--- src/hdl/fm_pkg.sv ---
// tone generator shared definitions
`default_nettype none

package fm_pkg;

    localparam int NUM_CH       = 4;
    localparam int NUM_CREDITS  = 4;
    localparam int FRAME_CYCLES = 8; // min cycles between frame starts
    localparam int WAVE_SHIFT   = 6;
    localparam int CH_W         = $clog2(NUM_CH);
    localparam int CYC_W        = $clog2(FRAME_CYCLES);
    localparam int CREDIT_W     = $clog2(NUM_CREDITS + 1);
    localparam int TMRA_MAX     = 1023;
    localparam int TMRB_MAX     = 255;

    // host register map, per-channel entries are bases
    typedef enum logic [7:0] {
        KEYON    = 8'h08,
        TMRA_HI  = 8'h10,
        TMRA_LO  = 8'h11,
        TMRB     = 8'h12,
        TMR_CTRL = 8'h14,
        PAN_BASE = 8'h20,
        INC_HI   = 8'h28,
        INC_LO   = 8'h30,
        ATK      = 8'h38,
        REL      = 8'h40
    } fm_reg_e;

    typedef enum logic [1:0] {
        WAIT_CREDIT,
        SLOT,
        FLUSH
    } fm_seq_e;

    typedef struct packed {
        logic            valid;
        logic [CH_W-1:0] ch;
        logic [15:0]     inc;
        logic [7:0]      atk;
        logic [7:0]      rel;
        logic            key;
        logic [1:0]      pan;  // bit 1 right, bit 0 left
        logic            last;
    } fm_slot_t;

    typedef struct packed {
        logic        valid;
        logic [15:0] phase;
        logic [7:0]  level;
        logic [1:0]  pan;
        logic        last;
    } fm_op_t;

    typedef struct packed {
        logic               valid;
        logic signed [15:0] left;
        logic signed [15:0] right;
    } fm_sample_t;

    typedef struct packed {
        logic [9:0] value_a;
        logic [7:0] value_b;
        logic       load_a;
        logic       load_b;
        logic       irq_en_a;
        logic       irq_en_b;
        logic       clr_a;
        logic       clr_b;
    } fm_tmr_cfg_t;

endpackage

`default_nettype wire

--- src/hdl/fm_ctrl.sv ---
// register file and slot sequencer
`timescale 1ns/100ps
`default_nettype none

module fm_ctrl (
    input  wire                  clk,
    input  wire                  reset,
    input  wire                  cs_n,
    input  wire                  wr_n,
    input  wire                  a0,
    input  wire [7:0]            din,
    input  wire                  credit,
    output fm_pkg::fm_slot_t     slot,
    output logic                 frame_tick,
    output fm_pkg::fm_tmr_cfg_t  tmr_cfg
);

    logic [7:0]                   addr_q;
    logic [fm_pkg::NUM_CH-1:0]    key_q;
    logic [1:0]                   pan_q [fm_pkg::NUM_CH];
    logic [15:0]                  inc_q [fm_pkg::NUM_CH];
    logic [7:0]                   atk_q [fm_pkg::NUM_CH];
    logic [7:0]                   rel_q [fm_pkg::NUM_CH];
    fm_pkg::fm_seq_e              state_q;
    logic [fm_pkg::CYC_W-1:0]     cyc_q;    // cycles since frame start
    logic [fm_pkg::CREDIT_W-1:0]  credits_q;
    fm_pkg::fm_reg_e              reg_sel;
    logic [fm_pkg::CH_W-1:0]      wch;
    logic [fm_pkg::CH_W-1:0]      sch;
    logic                         wr;
    logic                         start;

    assign wr  = !cs_n && !wr_n;
    assign wch = addr_q[fm_pkg::CH_W-1:0];

    // per-channel registers sit on 4-aligned bases from 0x20 up
    assign reg_sel = (addr_q[7:5] != 3'd0) ? fm_pkg::fm_reg_e'({addr_q[7:2], 2'b00})
                                           : fm_pkg::fm_reg_e'(addr_q);

    always_ff @(posedge clk) begin
        tmr_cfg.load_a <= 1'b0; // pulses
        tmr_cfg.load_b <= 1'b0;
        tmr_cfg.clr_a  <= 1'b0;
        tmr_cfg.clr_b  <= 1'b0;
        if (reset) begin
            addr_q  <= '0;
            key_q   <= '0;
            tmr_cfg <= '0;
            for (int i = 0; i < fm_pkg::NUM_CH; i++) begin
                pan_q[i] <= '0;
                inc_q[i] <= '0;
                atk_q[i] <= '0;
                rel_q[i] <= '0;
            end
        end else if (wr && !a0) begin
            addr_q <= din; // address phase
        end else if (wr) begin
            case (reg_sel)
                fm_pkg::KEYON:    key_q <= din[fm_pkg::NUM_CH-1:0];
                fm_pkg::TMRA_HI:  tmr_cfg.value_a[9:8] <= din[1:0];
                fm_pkg::TMRA_LO:  tmr_cfg.value_a[7:0] <= din;
                fm_pkg::TMRB:     tmr_cfg.value_b <= din;
                fm_pkg::TMR_CTRL: begin
                    tmr_cfg.load_a   <= din[0];
                    tmr_cfg.load_b   <= din[1];
                    tmr_cfg.irq_en_a <= din[2];
                    tmr_cfg.irq_en_b <= din[3];
                    tmr_cfg.clr_a    <= din[4];
                    tmr_cfg.clr_b    <= din[5];
                end
                fm_pkg::PAN_BASE: pan_q[wch] <= din[7:6];
                fm_pkg::INC_HI:   inc_q[wch][15:8] <= din;
                fm_pkg::INC_LO:   inc_q[wch][7:0] <= din;
                fm_pkg::ATK:      atk_q[wch] <= din;
                fm_pkg::REL:      rel_q[wch] <= din;
                default: ;        // unmapped address
            endcase
        end
    end

    // a frame needs one credit in hand
    assign start      = (state_q == fm_pkg::WAIT_CREDIT) && (credits_q != '0);
    assign frame_tick = start;

    always_ff @(posedge clk) begin
        if (reset) begin
            state_q   <= fm_pkg::WAIT_CREDIT;
            cyc_q     <= '0;
            credits_q <= fm_pkg::CREDIT_W'(fm_pkg::NUM_CREDITS);
        end else begin
            credits_q <= credits_q + fm_pkg::CREDIT_W'(credit) - fm_pkg::CREDIT_W'(start);
            case (state_q)
                fm_pkg::WAIT_CREDIT: begin
                    if (start) begin
                        state_q <= fm_pkg::SLOT;
                        cyc_q   <= fm_pkg::CYC_W'(1);
                    end
                end
                fm_pkg::SLOT: begin
                    cyc_q <= cyc_q + 1'b1;
                    if (cyc_q == fm_pkg::CYC_W'(fm_pkg::NUM_CH))
                        state_q <= fm_pkg::FLUSH;
                end
                fm_pkg::FLUSH: begin
                    cyc_q <= cyc_q + 1'b1;
                    if (cyc_q == fm_pkg::CYC_W'(fm_pkg::FRAME_CYCLES - 1))
                        state_q <= fm_pkg::WAIT_CREDIT;
                end
                default: state_q <= fm_pkg::WAIT_CREDIT;
            endcase
        end
    end

    assign sch = fm_pkg::CH_W'(cyc_q - 1'b1); // slot cycles 1..4 carry channels 0..3

    always_comb begin
        slot.valid = (state_q == fm_pkg::SLOT);
        slot.ch    = sch;
        slot.inc   = inc_q[sch];
        slot.atk   = atk_q[sch];
        slot.rel   = rel_q[sch];
        slot.key   = key_q[sch];
        slot.pan   = pan_q[sch];
        slot.last  = (sch == fm_pkg::CH_W'(fm_pkg::NUM_CH - 1));
    end

endmodule

`default_nettype wire

--- src/hdl/fm_phase.sv ---
// per-channel phase accumulators
`timescale 1ns/100ps
`default_nettype none

module fm_phase (
    input  wire               clk,
    input  wire               reset,
    input  fm_pkg::fm_slot_t  slot,
    output logic [15:0]       phase
);

    logic [15:0] acc_q [fm_pkg::NUM_CH];
    logic [15:0] next_phase;

    assign next_phase = acc_q[slot.ch] + slot.inc; // wraps mod 2^16

    always_ff @(posedge clk) begin
        if (reset) begin
            for (int i = 0; i < fm_pkg::NUM_CH; i++) begin
                acc_q[i] <= '0;
            end
            phase <= '0;
        end else if (slot.valid) begin
            acc_q[slot.ch] <= next_phase;
            phase          <= next_phase;
        end
    end

endmodule

`default_nettype wire

--- src/hdl/fm_env.sv ---
// linear attack and release envelope
`timescale 1ns/100ps
`default_nettype none

module fm_env (
    input  wire               clk,
    input  wire               reset,
    input  fm_pkg::fm_slot_t  slot,
    output fm_pkg::fm_op_t    op
);

    logic [7:0] lvl_q [fm_pkg::NUM_CH];
    logic [8:0] up;
    logic [8:0] down;
    logic [7:0] next_lvl;

    always_comb begin
        up   = {1'b0, lvl_q[slot.ch]} + {1'b0, slot.atk};
        down = {1'b0, lvl_q[slot.ch]} - {1'b0, slot.rel}; // bit 8 set on underflow
        if (slot.key)
            next_lvl = up[8] ? 8'hff : up[7:0];
        else
            next_lvl = down[8] ? 8'h00 : down[7:0];
    end

    always_ff @(posedge clk) begin
        if (reset) begin
            for (int i = 0; i < fm_pkg::NUM_CH; i++) begin
                lvl_q[i] <= '0;
            end
            op <= '0;
        end else begin
            op.valid <= slot.valid;
            if (slot.valid) begin
                lvl_q[slot.ch] <= next_lvl;
                op.level       <= next_lvl;
                op.pan         <= slot.pan;
                op.last        <= slot.last;
            end
        end
    end

    // op.phase stays zero here, the top level merges in the phase stage

endmodule

`default_nettype wire

--- src/hdl/fm_wave.sv ---
// triangle operator with envelope scaling
`timescale 1ns/100ps
`default_nettype none

module fm_wave (
    input  wire                 clk,
    input  wire                 reset,
    input  fm_pkg::fm_op_t      op,
    output logic signed [15:0]  value,
    output logic [1:0]          pan,
    output logic                valid,
    output logic                last
);

    logic [11:0]        p;
    logic [10:0]        m;
    logic signed [12:0] tri_v;   // -2047..2047
    logic signed [21:0] prod;
    logic signed [21:0] scaled;

    always_comb begin
        p      = op.phase[15:4];
        m      = p[11] ? ~p[10:0] : p[10:0]; // fold second half
        tri_v  = $signed({1'b0, m, 1'b0}) - 13'sd2047;
        prod   = tri_v * $signed({1'b0, op.level});
        scaled = prod >>> fm_pkg::WAVE_SHIFT;
    end

    always_ff @(posedge clk) begin
        value <= scaled[15:0];
        pan   <= op.pan;
        last  <= op.last;
        if (reset)
            valid <= 1'b0;
        else
            valid <= op.valid;
    end

endmodule

`default_nettype wire

--- src/hdl/fm_mix.sv ---
// stereo mixer
`timescale 1ns/100ps
`default_nettype none

module fm_mix (
    input  wire                 clk,
    input  wire                 reset,
    input  wire signed [15:0]   value,
    input  wire [1:0]           pan,
    input  wire                 valid,
    input  wire                 last,
    output fm_pkg::fm_sample_t  sample
);

    logic signed [15:0] acc_l;
    logic signed [15:0] acc_r;
    logic signed [15:0] sum_l;
    logic signed [15:0] sum_r;

    // running sums including the channel now arriving
    always_comb begin
        sum_l = acc_l + (pan[0] ? value : 16'sd0);
        sum_r = acc_r + (pan[1] ? value : 16'sd0);
    end

    always_ff @(posedge clk) begin
        if (reset) begin
            acc_l <= '0;
            acc_r <= '0;
        end else if (valid) begin
            if (last) begin
                acc_l <= '0; // frame done
                acc_r <= '0;
            end else begin
                acc_l <= sum_l;
                acc_r <= sum_r;
            end
        end
    end

    // the frame's sample leaves with its last channel
    always_comb begin
        sample.valid = valid && last;
        sample.left  = sum_l;
        sample.right = sum_r;
    end

endmodule

`default_nettype wire

--- src/hdl/fm_timers.sv ---
// interval timers A and B
`timescale 1ns/100ps
`default_nettype none

module fm_timers (
    input  wire                  clk,
    input  wire                  reset,
    input  wire                  frame_tick,
    input  fm_pkg::fm_tmr_cfg_t  tmr_cfg,
    output logic                 flag_a,
    output logic                 flag_b,
    output logic                 irq_n
);

    // index 0 is timer A, index 1 is timer B
    logic [9:0] cnt_q [2];
    logic [9:0] val_v [2];
    logic [9:0] top_v [2];
    logic [1:0] flag_q;
    logic [1:0] load;
    logic [1:0] clr;
    logic [1:0] irq_en;

    always_comb begin
        val_v[0] = tmr_cfg.value_a;
        val_v[1] = {2'b00, tmr_cfg.value_b};
        top_v[0] = 10'(fm_pkg::TMRA_MAX);
        top_v[1] = 10'(fm_pkg::TMRB_MAX);
        load     = {tmr_cfg.load_b, tmr_cfg.load_a};
        clr      = {tmr_cfg.clr_b, tmr_cfg.clr_a};
        irq_en   = {tmr_cfg.irq_en_b, tmr_cfg.irq_en_a};
    end

    always_ff @(posedge clk) begin
        if (reset) begin
            cnt_q[0] <= '0;
            cnt_q[1] <= '0;
            flag_q   <= '0;
        end else begin
            for (int i = 0; i < 2; i++) begin
                if (load[i]) begin
                    cnt_q[i] <= val_v[i];
                end else if (frame_tick) begin
                    if (cnt_q[i] == top_v[i])
                        cnt_q[i] <= val_v[i]; // overflow reloads
                    else
                        cnt_q[i] <= cnt_q[i] + 1'b1;
                end
                if (clr[i])
                    flag_q[i] <= 1'b0;
                else if (!load[i] && frame_tick && cnt_q[i] == top_v[i])
                    flag_q[i] <= 1'b1; // sticky until cleared
            end
        end
    end

    assign flag_a = flag_q[0];
    assign flag_b = flag_q[1];
    assign irq_n  = ~|(flag_q & irq_en);

endmodule

`default_nettype wire

--- src/hdl/fm_top.sv ---
// four-channel tone generator
`timescale 1ns/100ps
`default_nettype none

module fm_top (
    input  wire                 clk,
    input  wire                 reset,
    input  wire                 cs_n,
    input  wire                 wr_n,
    input  wire                 a0,
    input  wire [7:0]           din,
    input  wire                 credit,
    output logic [7:0]          dout,
    output logic                irq_n,
    output fm_pkg::fm_sample_t  sample
);

    fm_pkg::fm_slot_t     slot;
    fm_pkg::fm_tmr_cfg_t  tmr_cfg;
    fm_pkg::fm_op_t       env_op;
    fm_pkg::fm_op_t       op;
    logic                 frame_tick;
    logic [15:0]          phase;
    logic signed [15:0]   value;
    logic [1:0]           pan;
    logic                 wave_valid;
    logic                 wave_last;
    logic                 flag_a;
    logic                 flag_b;

    fm_ctrl u_ctrl (
        .clk        (clk),
        .reset      (reset),
        .cs_n       (cs_n),
        .wr_n       (wr_n),
        .a0         (a0),
        .din        (din),
        .credit     (credit),
        .slot       (slot),
        .frame_tick (frame_tick),
        .tmr_cfg    (tmr_cfg)
    );

    fm_phase u_phase (.clk(clk), .reset(reset), .slot(slot), .phase(phase));

    fm_env u_env (.clk(clk), .reset(reset), .slot(slot), .op(env_op));

    always_comb begin
        op       = env_op;
        op.phase = phase; // both stages register in the same cycle
    end

    fm_wave u_wave (
        .clk   (clk),
        .reset (reset),
        .op    (op),
        .value (value),
        .pan   (pan),
        .valid (wave_valid),
        .last  (wave_last)
    );

    fm_mix u_mix (
        .clk    (clk),
        .reset  (reset),
        .value  (value),
        .pan    (pan),
        .valid  (wave_valid),
        .last   (wave_last),
        .sample (sample)
    );

    fm_timers u_timers (
        .clk        (clk),
        .reset      (reset),
        .frame_tick (frame_tick),
        .tmr_cfg    (tmr_cfg),
        .flag_a     (flag_a),
        .flag_b     (flag_b),
        .irq_n      (irq_n)
    );

    assign dout = {6'b000000, flag_b, flag_a}; // status read

endmodule

`default_nettype wire

--- config.mk ---
export PLATFORM = sky130hd
export DESIGN_NAME = fm_top
export DESIGN_NICKNAME = d
export VERILOG_FILES = /design/src/hdl/fm_pkg.sv /design/src/hdl/fm_ctrl.sv /design/src/hdl/fm_phase.sv /design/src/hdl/fm_env.sv /design/src/hdl/fm_wave.sv /design/src/hdl/fm_mix.sv /design/src/hdl/fm_timers.sv /design/src/hdl/fm_top.sv
export SDC_FILE = /design/constraint.sdc
export NUM_CORES = 1
export LEC_CHECK = 0
export BUFFER_PORTS_ARGS = -buffer_cell sky130_fd_sc_hd__buf_2
export CAP_MARGIN = 30
export CORE_MARGIN = 1
export CORE_UTILIZATION = 40
export CTS_BUF_LIST = sky130_fd_sc_hd__clkbuf_2
export CTS_CLUSTER_DIAMETER = 50
export DETAILED_ROUTE_END_ITERATION = 8
export PLACE_DENSITY = 0.6
export SETUP_SLACK_MARGIN = 0.05
export SLEW_MARGIN = 40
export SYNTH_ARGS = -nofsm -noshare
export SYNTH_HDL_FRONTEND = slang
export SYNTH_SLANG_ARGS = --single-unit
--- constraint.sdc ---
create_clock -name clk -period 13.5 [get_ports clk]
set_clock_uncertainty 0.15 [all_clocks]
set_input_delay 1.35 -clock clk [delete_from_list [all_inputs] [get_ports clk]]
set_output_delay 1.35 -clock clk [all_outputs]
set_load 0.03 [all_outputs]
==> results of run 1 <==
final cells by class:
| class | count | area (um2) |
|---|---|---|
| Antenna cell | 4 | 10.0 |
| Clock buffer | 150 | 751 |
| Clock inverter | 33 | 181 |
| Fill cell | 5171 | 30200 |
| Inverter | 175 | 657 |
| Multi-Input combinational cell | 1370 | 10900 |
| Sequential cell | 374 | 10000 |
| Tap cell | 696 | 871 |
| Timing Repair Buffer | 74 | 435 |
through the flow:
| step | worst slack, ns | hold slack, ns | power, W | cell area [um2] | util, % |
|---|---|---|---|---|---|
| floorplan | 8.17 | 0.180 | 0.00346 | 22000 | - |
| global placement | 7.80 | 0.196 | 0.00400 | 22900 | 42.3 |
| detailed placement | 7.69 | 0.204 | 0.00405 | 22900 | 42.4 |
| CTS | 7.57 | 0.223 | 0.00489 | 23800 | 44.1 |
| global route | 7.22 | 0.237 | 0.00525 | 23800 | 44.1 |
| finish | 7.66 | 0.226 | 0.00483 | 23800 | 44.1 |
where the power goes:
part	internal [W]	switching [W]	total, W
Combinational	0.00103	0.00144	0.00246
Sequential	0.00140	0.000156	0.00156
Clock	0.000308	0.000501	0.000809
Total	0.00273	0.00209	0.00483
how the worst max path moves through the flow:
| stage | slack [ns] | endpoint |
|---|---|---|
| 2_1_floorplan | 8.17 | u_wave.value[15] |
| 3_3_place_gp | 7.80 | u_wave.value[15] |
| 3_5_place_dp | 7.69 | u_wave.value[15] |
| 4_1_cts | 7.57 | u_wave.value[15] |
| 5_1_grt | 7.22 | u_wave.value[15] |
| 6_report | 7.66 | u_wave.value[15] |
state kept, by name, summed over array words and instances, names as in the netlist, 4 cells and up:
signal          flops
u_ctrl.inc_q       64
u_phase.acc_q      64
u_ctrl.atk_q       32
u_ctrl.rel_q       32
u_env.lvl_q        32
u_ctrl.tmr_cfg     24
u_timers.cnt_q     20
u_mix.acc_l        16
u_mix.acc_r        16
u_wave.value       16
u_env.op           12
u_phase.phase      12
u_ctrl.addr_q       8
u_ctrl.pan_q        8
u_ctrl.key_q        4
kinds of logic (layout without fill, tap and decap cells):
family          count (synthesis)  count (layout)
simple gates                  710             710
flops                         374             374
buf+inv                       283             432
compound gates                274             274
fa+ha+maj                     196             196
xor+xnor                       94              94
mux                            90              90
other cells                     1              10
synthesized netlist by cell type (54+ instances only):
cell type / instances
inv_1: 175
nor2_1: 231
nand2_1: 146
fa_1: 85
clkbuf_1: 88
edfxtp_1: 252
a21oi_1: 84
and2_1: 125
and3_1: 54
mux4_2: 58
ha_1: 111
dfxtp_1: 122
routing by layer:
metal	vias up	GRT usage (%)	wire, um
met2	360	32.0	25100
li1	7216	-	-
met1	7326	22.2	21700
met5	-	0	0
met4	0	7.12	1360
met3	104	4.11	2500
worst max-delay path, cell delays in order, from the launching register on:
cell      delay (ns)
dfxtp_1         0.72
xor2_1          0.65
nand2_1         0.18
fa_1            0.52
fa_1            0.49
inv_1           0.05
fa_1            0.53
inv_1           0.06
fa_1            0.53
inv_1           0.04
ha_1            0.33
a21oi_1         0.08
o21ai_0         0.32
o211ai_1        0.24
o31ai_2         0.36
a21o_1          0.19
a21oi_1         0.08
xnor2_1         0.12
==> summary.md, run 1 <==
| Metric | Value |
|---|---|
| Hold Path Origin | u_env.op[0] |
| Fmax | 171 MHz |
| Outcome | completed |
| Initial Util | between 40% and 50% |
| Arrival @ worst endpoint | around 6.6 ns |
| DR vias | about 15k |
| Leak | 10.5 nW |
| Final setup TNS | 0 ns |
| Worst-Skew Late Latency | around 1.1 ns |
| Synth area leaders | edfxtp_1 34%, dfxtp_1 11%, fa_1 7.7% |
| CTS sink cnt | roughly 370 |
| Critical path peak fanout | 12 |
| Multiplexer share of the synthesized area | between 7 and 8% |
| Startpoint types | flip-flop |
| P&R area growth vs syn | 8.55% |
| Number of remaining DRC errors | 0 |
| TritonCTS clock tree | done |
| Cell taking the most area after synthesis | edfxtp_1 |
| Layout Cells excl Fill | roughly 2.9k |
| Ys flop type | edfxtp_1 |
| DIE AREA | about 56000 um2 |
| DRC violation total after the first TritonRoute iteration | slightly above 800 |
| Syn Area/Cell | roughly 11 um2 |
| Worst Reg2Reg Path Length in Cells | 17 |
| Commonest non-fill, non-tap cell in the layout | edfxtp_1 |
| Min Tclk post-route | ~6 ns |
| Reg clk slew, reported paths | ~0.11 ns |
| Final hold vios | 0 |
| Post-CTS setup buffers | 0 |
| Cell Pwr Density | approximately 200 nW/um2 |
| Worst hold stages | 0 |
| Kind of critical path | flip-flop to flip-flop |
| Register bit total from synthesis | about 370 |
| Ys Warns | 0 |
| Worst Hold End | u_wave.last |
| Tightest Pin Transition | a little over 0.8 ns |
| Peak supply drop | between 100 and 150 uV |
| Compound-cell area share of the yosys netlist | under 10% |
| Part of the cycle the worst path needs | roughly 43% |
| Synth async-reset ratio | 0% |
| Global-route wire length before repair | roughly 82 mm |
| Dpl hpwl | between 30 and 40 mm |
| Pin count of the biggest net entering global routing | between 50 and 60 |
| Reg-to-reg endpoint | u_wave.value[15] |
| Placed cells | approximately 2.7k |
| Die width | 236 um |
| Nets | roughly 2.3k |
| Pre-antenna DRT Iters | 5 |
| Layout cells sized above 1 | about 15% |
| Via/cell ratio | approximately 5.2 |
| CP required | ~14 ns |
| Gr ovfl total | 0 |
| Slew HR | a little under half |
| GRT Util Overall | 18.5% |
| ANT nets after route | 0 |
| Post-synth EDFFs | around 250 |
| Sequential share of the synthesized area | a little under half |
| Worst Setup SP | u_phase.phase[15] |
| Reg2Reg Setup Slack | 7.66 ns |
| Synth Area in Simple Gates | between 10% and 20% |
| H-tree level count | 3 |
| Cts hold-fix bufs | 0 |
| CTS root buffer | clkbuf_2 |
| DR WL/cell | between 15 and 20 um |
| XOR/XNOR Fraction of Synth Area | 3.78% |
| Post-Syn Area | around 22000 um2 |
| Cts bufs inserted | 97 |
| Endpoint class of the critical path | flip-flop |
| Top-area cell type share of the netlist area | 34.5% |
| DRT Wirelength | 50.7 mm |
| Most frequent cells in the layout | 252 x edfxtp_1, 229 x nor2_1, 175 x inv_1 |
| Core box area | about 54000 um2 |
| Row count | 85 |
| Synth Instances | approximately 2.0k |
| Adder-cell share of the synthesized area | between 10% and 20% |
| Number of global-route vias before repair | around 16k |
| RSZ-0062 raised after global routing | no |
| Initial antenna violation count | 2 |
| Largest buffer count on any clock path | 3 |
| I/O pin count | 56 |
| Placer congestion estimate | between 0.8 and 0.9 |
| Largest family of logic cells by synthesized area | simple AND/OR/NAND/NOR gates |
| Die H | 236 um |
| Final Max Tran Viols | 0 |
| Netlist cell types | 75 |
| Max Cap Viol | 0 |
| Hold Crit Class | flip-flop to flip-flop |
| R2R Path Start | u_phase.phase[15] |
| Post-cts sizing count | 0 |
| # port buffers | slightly below 50 |
| Final setup viols | 0 |
Note: power is estimated with default switching activity, not from simulation.
==> run 2: changes to the inputs <==
==> constraint.sdc (replaced) <==
create_clock -name clk -period 5.43 [get_ports clk]
set_clock_uncertainty 0.15 [all_clocks]
set_input_delay 0.543 -clock clk [delete_from_list [all_inputs] [get_ports clk]]
set_output_delay 0.543 -clock clk [all_outputs]
set_load 0.03 [all_outputs]
==> run 2 against run 1 <==
Die area is the same. First-iteration DRC count is 7.8% lower. Fmax up 15%. Setup slack got worse by 7.3 ns. Worst hold slack got worse by 0.096 ns. Critical endpoint unchanged. Global-route usage down 0.13 points. Flip-flop and latch count is the same. Via count hardly changed. Largest cell class unchanged. Utilization grew 0.68 points. Cell count increased by 0.97%. Clock power rose by 140%.
==> summary.md, run 2 (same netlist as run 1, synthesis figures left out) <==
| Metric | Value |
|---|---|
| Outcome | completed |
| DR vias | around 15k |
| Biggest regs | u_ctrl.inc_q (64), u_phase.acc_q (64) |
| Dpl hpwl | between 30 and 40 mm |
| Global-route wire length before repair | slightly above 80 mm |
| # port buffers | 49 |
| Reg clk slew, reported paths | around 0.10 ns |
| Fmax | just under 200 MHz |
| Final hold vios | 0 |
| Die width | 236 um |
| Arrival @ worst endpoint | about 5.8 ns |
| Pin count of the biggest net entering global routing | between 60 and 70 |
| P_sw | 0.00519 W |
| Worst Setup EP | u_wave.value[15] |
| TritonCTS clock tree | done |
| Startpoint types | flip-flop |
| Critical path peak fanout | 11 |
| Layout Cells excl Fill | about 2.9k |
| Gr ovfl total | 0 |
| Worst Reg2Reg Path Length in Cells | 19 |
| RSZ-0062 raised after global routing | no |
| Tightest Pin Transition | 0.791 ns |
| Initial antenna violation count | 1 |
| ANT nets after route | 0 |
| P&R area growth vs syn | 10.2% |
| Leak | around 11 nW |
| Most frequent cells in the layout | 252 x edfxtp_1, 229 x nor2_1, 175 x inv_1 |
| Internal Power | 0.00688 W |
| Hold Crit Class | flip-flop to flip-flop |
| Core box area | approximately 54000 um2 |
| Endpoint class of the critical path | flip-flop |
| Final Max Tran Viols | 0 |
| Reg2Reg Setup Slack | 0.36 ns |
| Cell Pwr Density | about 500 nW/um2 |
| DR WL/cell | approximately 17 um |
| GRT Util Overall | a little under a fifth |
| Cts bufs inserted | 97 |
| Pre-antenna DRT Iters | 7 |
| Largest buffer count on any clock path | 3 |
| CTS sink cnt | 374 |
| Post-CTS setup buffers | 0 |
| H-tree level count | 3 |
| Combinational Power Share | 52.6% |
| Worst-Skew Late Latency | 1.07 ns |
| Overall Power | between 0.01 and 0.015 W |
| I/O pin count | 56 |
| Post-placement cell area | 23000 um2 |
| Kind of critical path | flip-flop to flip-flop |
| Placed cells | about 2.7k |
| CTS root buffer | clkbuf_2 |
| Worst Setup SP | u_phase.phase[15] |
| Slew HR | a little under half |
| Die H | 236 um |
| Peak supply drop | about 270 uV |
| Fill cells | a little over 5k |
| Reg-to-reg endpoint | u_wave.value[15] |
| Nets | 2341 |
| Commonest non-fill, non-tap cell in the layout | edfxtp_1 |
| Layout cells sized above 1 | between 10% and 20% |
| Placer congestion estimate | 0.832 |
| Row count | 85 |
| Max Cap Viol | 0 |
| Number of remaining DRC errors | 0 |
| Hold Path Origin | u_env.op[0] |
| Min Tclk post-route | ~5.1 ns |
| Final setup TNS | 0 ns |
| Via/cell ratio | 5.16 |
| Number of global-route vias before repair | about 16k |
| DRT Wirelength | ~50 mm |
| R2R Path Start | u_phase.phase[15] |
| Final setup viols | 0 |
| Initial Util | 40.7% |
| Switching Fraction | around 43% |
| DIE AREA | 55900 um2 |
| Sequential cell area | roughly 10000 um2 |
| Fin area | around 24000 um2 |
| CP required | 6.19 ns |
| Part of the cycle the worst path needs | between 90% and 100% |
| Seq pwr share | 31.4% |
| Clk network pwr share | 16.0% |
| DRC violation total after the first TritonRoute iteration | 757 |
| Multi-input gate area | 11000 um2 |
## run 2: power by group through the flow
stage | clock network, W | registers [W] | logic [W]
after floorplan | 0 | 0.00368 | 0.00493
after global placement | 0 | 0.00384 | 0.00616
after detailed placement | 0 | 0.00386 | 0.00632
after CTS | 0.00201 | 0.00380 | 0.00638
after global routing | 0.00216 | 0.00384 | 0.00716
final | 0.00193 | 0.00379 | 0.00634
## run 2: what timing repair did
item	CTS	global route
setup endpoints to repair	1	3
resized for setup	2	13
pin swaps	0	2
endpoints found under the hold margin	178	0
hold buffers	22	0
## run 2: area by class of cell
class                   count  area share [%]
diodes                      1          0.0103
clock buffers             148            3.06
clock inverters            27           0.558
inverters                 175            2.71
multi-input cells        1370            45.4
flip-flops and latches    374            41.4
well taps                 696            3.60
repair buffers            113            3.34
## run 2: worst min path at each step
stage / endpoint / slack, ns / cells after the start
global route: u_wave.last / 0.18 / 0
finish: u_wave.last / 0.13 / 0
detailed placement: u_wave.last / 0.22 / 0
floorplan: u_wave.last / 0.18 / 0
global placement: u_wave.last / 0.22 / 0
CTS: u_wave.last / 0.12 / 0
## run 2: worst max-delay path: stages (launching register included)
cell and delay [ns]:
dfxtp_1 0.39, buf_12 0.19, xor2_1 0.16, buf_4 0.18
nand2_1 0.08, fa_1 0.56, inv_1 0.05, fa_1 0.49
fa_1 0.49, inv_1 0.05, fa_1 0.52, inv_1 0.04
ha_1 0.34, nand4_1 0.11, a21oi_1 0.24, o211ai_1 0.24
o31ai_2 0.31, a21o_1 0.19, a21oi_1 0.08, xnor2_1 0.12
## run 2: metrics by stage
stage / utilization [%] / setup slack (ns) / hold WS (ns)
finish: 44.8 / 0.361 / 0.130
floorplan: - / 0.100 / 0.180
global route: 44.8 / 0.0457 / 0.182
detailed placement: 42.6 / 0.00290 / 0.221
global placement: 42.6 / 0.124 / 0.220
CTS: 44.7 / 0.135 / 0.124
## run 2: metal layers
layer  wire length (um)  GRT usage, %
met5                  0             0
met1              21800          22.1
met3               1940          3.46
met2              25800          32.9
met4                986          5.65
==> run 3: changes to the inputs <==
==> constraint.sdc (replaced) <==
create_clock -name clk -period 5.43 [get_ports clk]
set_clock_uncertainty 0.15 [all_clocks]
set_input_delay 0.543 -clock clk [delete_from_list [all_inputs] [get_ports clk]]
set_output_delay 0.543 -clock clk [all_outputs]
set_load 0.1 [all_outputs]
==> run 3 against run 2 <==
Die area stayed put. Critical path depth is the same. Clock power hardly changed. Register-to-register slack hardly changed. Flip-flop and latch count did not move. Critical endpoint unchanged.
==> summary.md, run 3 (same netlist as run 1, synthesis figures left out) <==
| Metric | Value |
|---|---|
| Hold WS | between 0.1 and 0.15 ns |
| Final hold vios | 0 |
| Initial Util | approximately 41% |
| Worst hold stages | 0 |
| Combinational Power Share | approximately 53% |
| Sequential cell area | around 10000 um2 |
| Internal Power | 0.00688 W |
| RSZ-0062 raised after global routing | no |
| Gr ovfl total | 0 |
| Peak supply drop | 268 uV |
| Initial antenna violation count | 1 |
| Reg-to-reg endpoint | u_wave.value[15] |
| Leak | approximately 11 nW |
| Biggest regs | u_ctrl.inc_q (64), u_phase.acc_q (64) |
| Seq pwr share | between 30% and 40% |
| Commonest non-fill, non-tap cell in the layout | edfxtp_1 |
| Placer congestion estimate | between 0.8 and 0.9 |
| CP dominant cell by count | fa_1 |
| I/O pin count | 56 |
| Crit path largest cell delay | approximately 0.56 ns |
| Part of the cycle the worst path needs | a little over 90% |
| TritonCTS clock tree | done |
| Reg2Reg Setup Slack | around 0.36 ns |
| Min Tclk post-route | roughly 5.1 ns |
| Placed cells | ~2.7k |
| Worst Setup EP | u_wave.value[15] |
| Worst Setup SP | u_phase.phase[15] |
| Die width | 236 um |
| P_sw | between 0.005 and 0.006 W |
| DR vias | around 15k |
| Via/cell ratio | just over 5 |
| Arrival @ worst endpoint | between 5 and 6 ns |
| P&R area growth vs syn | 10.2% |
| Reg clk slew, reported paths | 0.10 ns |
| Final Max Tran Viols | 0 |
| DRC violation total after the first TritonRoute iteration | roughly 760 |
| Fill cells | between 5k and 6k |
| DIE AREA | approximately 56000 um2 |
| Row count | 85 |
| GRT Util Overall | a little under a fifth |
| Cts bufs inserted | 97 |
| Worst-Skew Late Latency | approximately 1.1 ns |
| Die H | roughly 240 um |
| Outcome | completed |
| H-tree level count | 3 |
| Worst Reg2Reg Path Length in Cells | 19 |
| Layout Cells excl Fill | 2904 |
| CTS sink cnt | 374 |
| Final setup TNS | 0 ns |
| Dpl hpwl | around 35 mm |
| Switching Fraction | between 40% and 50% |
| Kind of critical path | flip-flop to flip-flop |
| CP required | between 6 and 7 ns |
| Global-route wire length before repair | ~80 mm |
| Core box area | ~54000 um2 |
| Final setup viols | 0 |
| Max Cap Viol | 0 |
| Nets | 2341 |
| Layout cells sized above 1 | between 15 and 20% |
| Tightest Pin Transition | 0.791 ns |
| Number of remaining DRC errors | 0 |
| Most frequent cells in the layout | 252 x edfxtp_1, 229 x nor2_1, 175 x inv_1 |
| ANT nets after route | 0 |
| Number of global-route vias before repair | between 15k and 20k |
| DR WL/cell | roughly 17 um |
| R2R Path Start | u_phase.phase[15] |
| Slew HR | 46.8% |
| DRT Wirelength | around 50 mm |
| Multi-input gate area | between 10000 and 15000 um2 |
| Cell Pwr Density | ~500 nW/um2 |
| CP max-delay cell | fa_1 |
| Startpoint types | flip-flop |
| Clk network pwr share | around 16% |
| CP Cell Sequence | buf_12, xor2_1, buf_4, nand2_1, fa_1, inv_1, fa_1, fa_1, inv_1, fa_1, inv_1, ha_1, nand4_1, a21oi_1, o211ai_1, o31ai_2, a21o_1, a21oi_1, xnor2_1 |
| Pre-antenna DRT Iters | 7 |
| Endpoint class of the critical path | flip-flop |
| Post-CTS setup buffers | 0 |
| Largest buffer count on any clock path | 3 |
| Fmax | ~200 MHz |
| # port buffers | 49 |
| Pin count of the biggest net entering global routing | 63 |
| Hold Crit Class | flip-flop to flip-flop |
| Critical path peak fanout | 11 |
| CTS root buffer | clkbuf_2 |
-- run 3: cell counts in the layout (fill, tap and decap cells not counted) --
No cell type changed its count.
-- run 3: power by group through the flow --
stage	clock network, W	registers, W	logic [W]
CTS	0.00201	0.00380	0.00651
global route	0.00216	0.00385	0.00729
global placement	0	0.00384	0.00629
detailed placement	0	0.00386	0.00645
floorplan	0	0.00368	0.00506
finish	0.00193	0.00379	0.00647
-- run 3: what timing repair did --
action,in CTS,in global routing
endpoints found under the hold margin,178,0
gates resized for setup,2,15
hold buffers,22,0
pin swaps,0,2
setup endpoints to repair,1,5
-- run 3: worst min path at each step --
stage                   to  slack [ns]   startpoint
2_1_floorplan  u_wave.last        0.18  u_env.op[0]
3_3_place_gp   u_wave.last        0.22  u_env.op[0]
3_5_place_dp   u_wave.last        0.22  u_env.op[0]
4_1_cts        u_wave.last        0.12  u_env.op[0]
5_1_grt        u_wave.last        0.18  u_env.op[0]
6_report       u_wave.last        0.13  u_env.op[0]
-- run 3: area by class of cell --
type                       instances  share of cell area [%]
clock inverter                    27                   0.558
antenna                            1                  0.0103
clock buffer                     148                    3.06
tap                              696                    3.60
multi-input combinational       1370                    45.4
sequential                       374                    41.4
timing repair buffer             113                    3.34
inverter                         175                    2.71
-- run 3: routing by layer --
layer | wire length (um) | track usage [%] | share of wire (%) | up-vias
met5 | 0 | 0 | 0 | -
met4 | 1010 | 5.65 | 2.0 | 0
met3 | 1960 | 3.46 | 3.9 | 87
met2 | 25800 | 32.9 | 51 | 305
met1 | 21800 | 22.1 | 43 | 7331
li1 | - | - | - | 7276
-- run 3: per-stage QoR --
step                      setup slack [ns]  total power, W  util [%]  area, um2
after floorplan                      0.100         0.00874         -      22000
after global placement               0.124          0.0101      42.6      23000
after detailed placement           0.00290          0.0103      42.6      23000
after CTS                            0.135          0.0123      44.7      24100
after global routing                0.0457          0.0133      44.8      24200
final                                0.362          0.0122      44.8      24200
-- run 3: worst max-delay path: cells and delay by family (launching register included) --
family / cells / cell delay, ns
DFF: 1 / 0.39
adders and majority gates: 5 / 2.40
and+or+nand+nor: 2 / 0.19
AOI/OAI and AO/OA: 5 / 1.06
buffers and inverters: 5 / 0.51
xor gates and xnor gates: 2 / 0.28
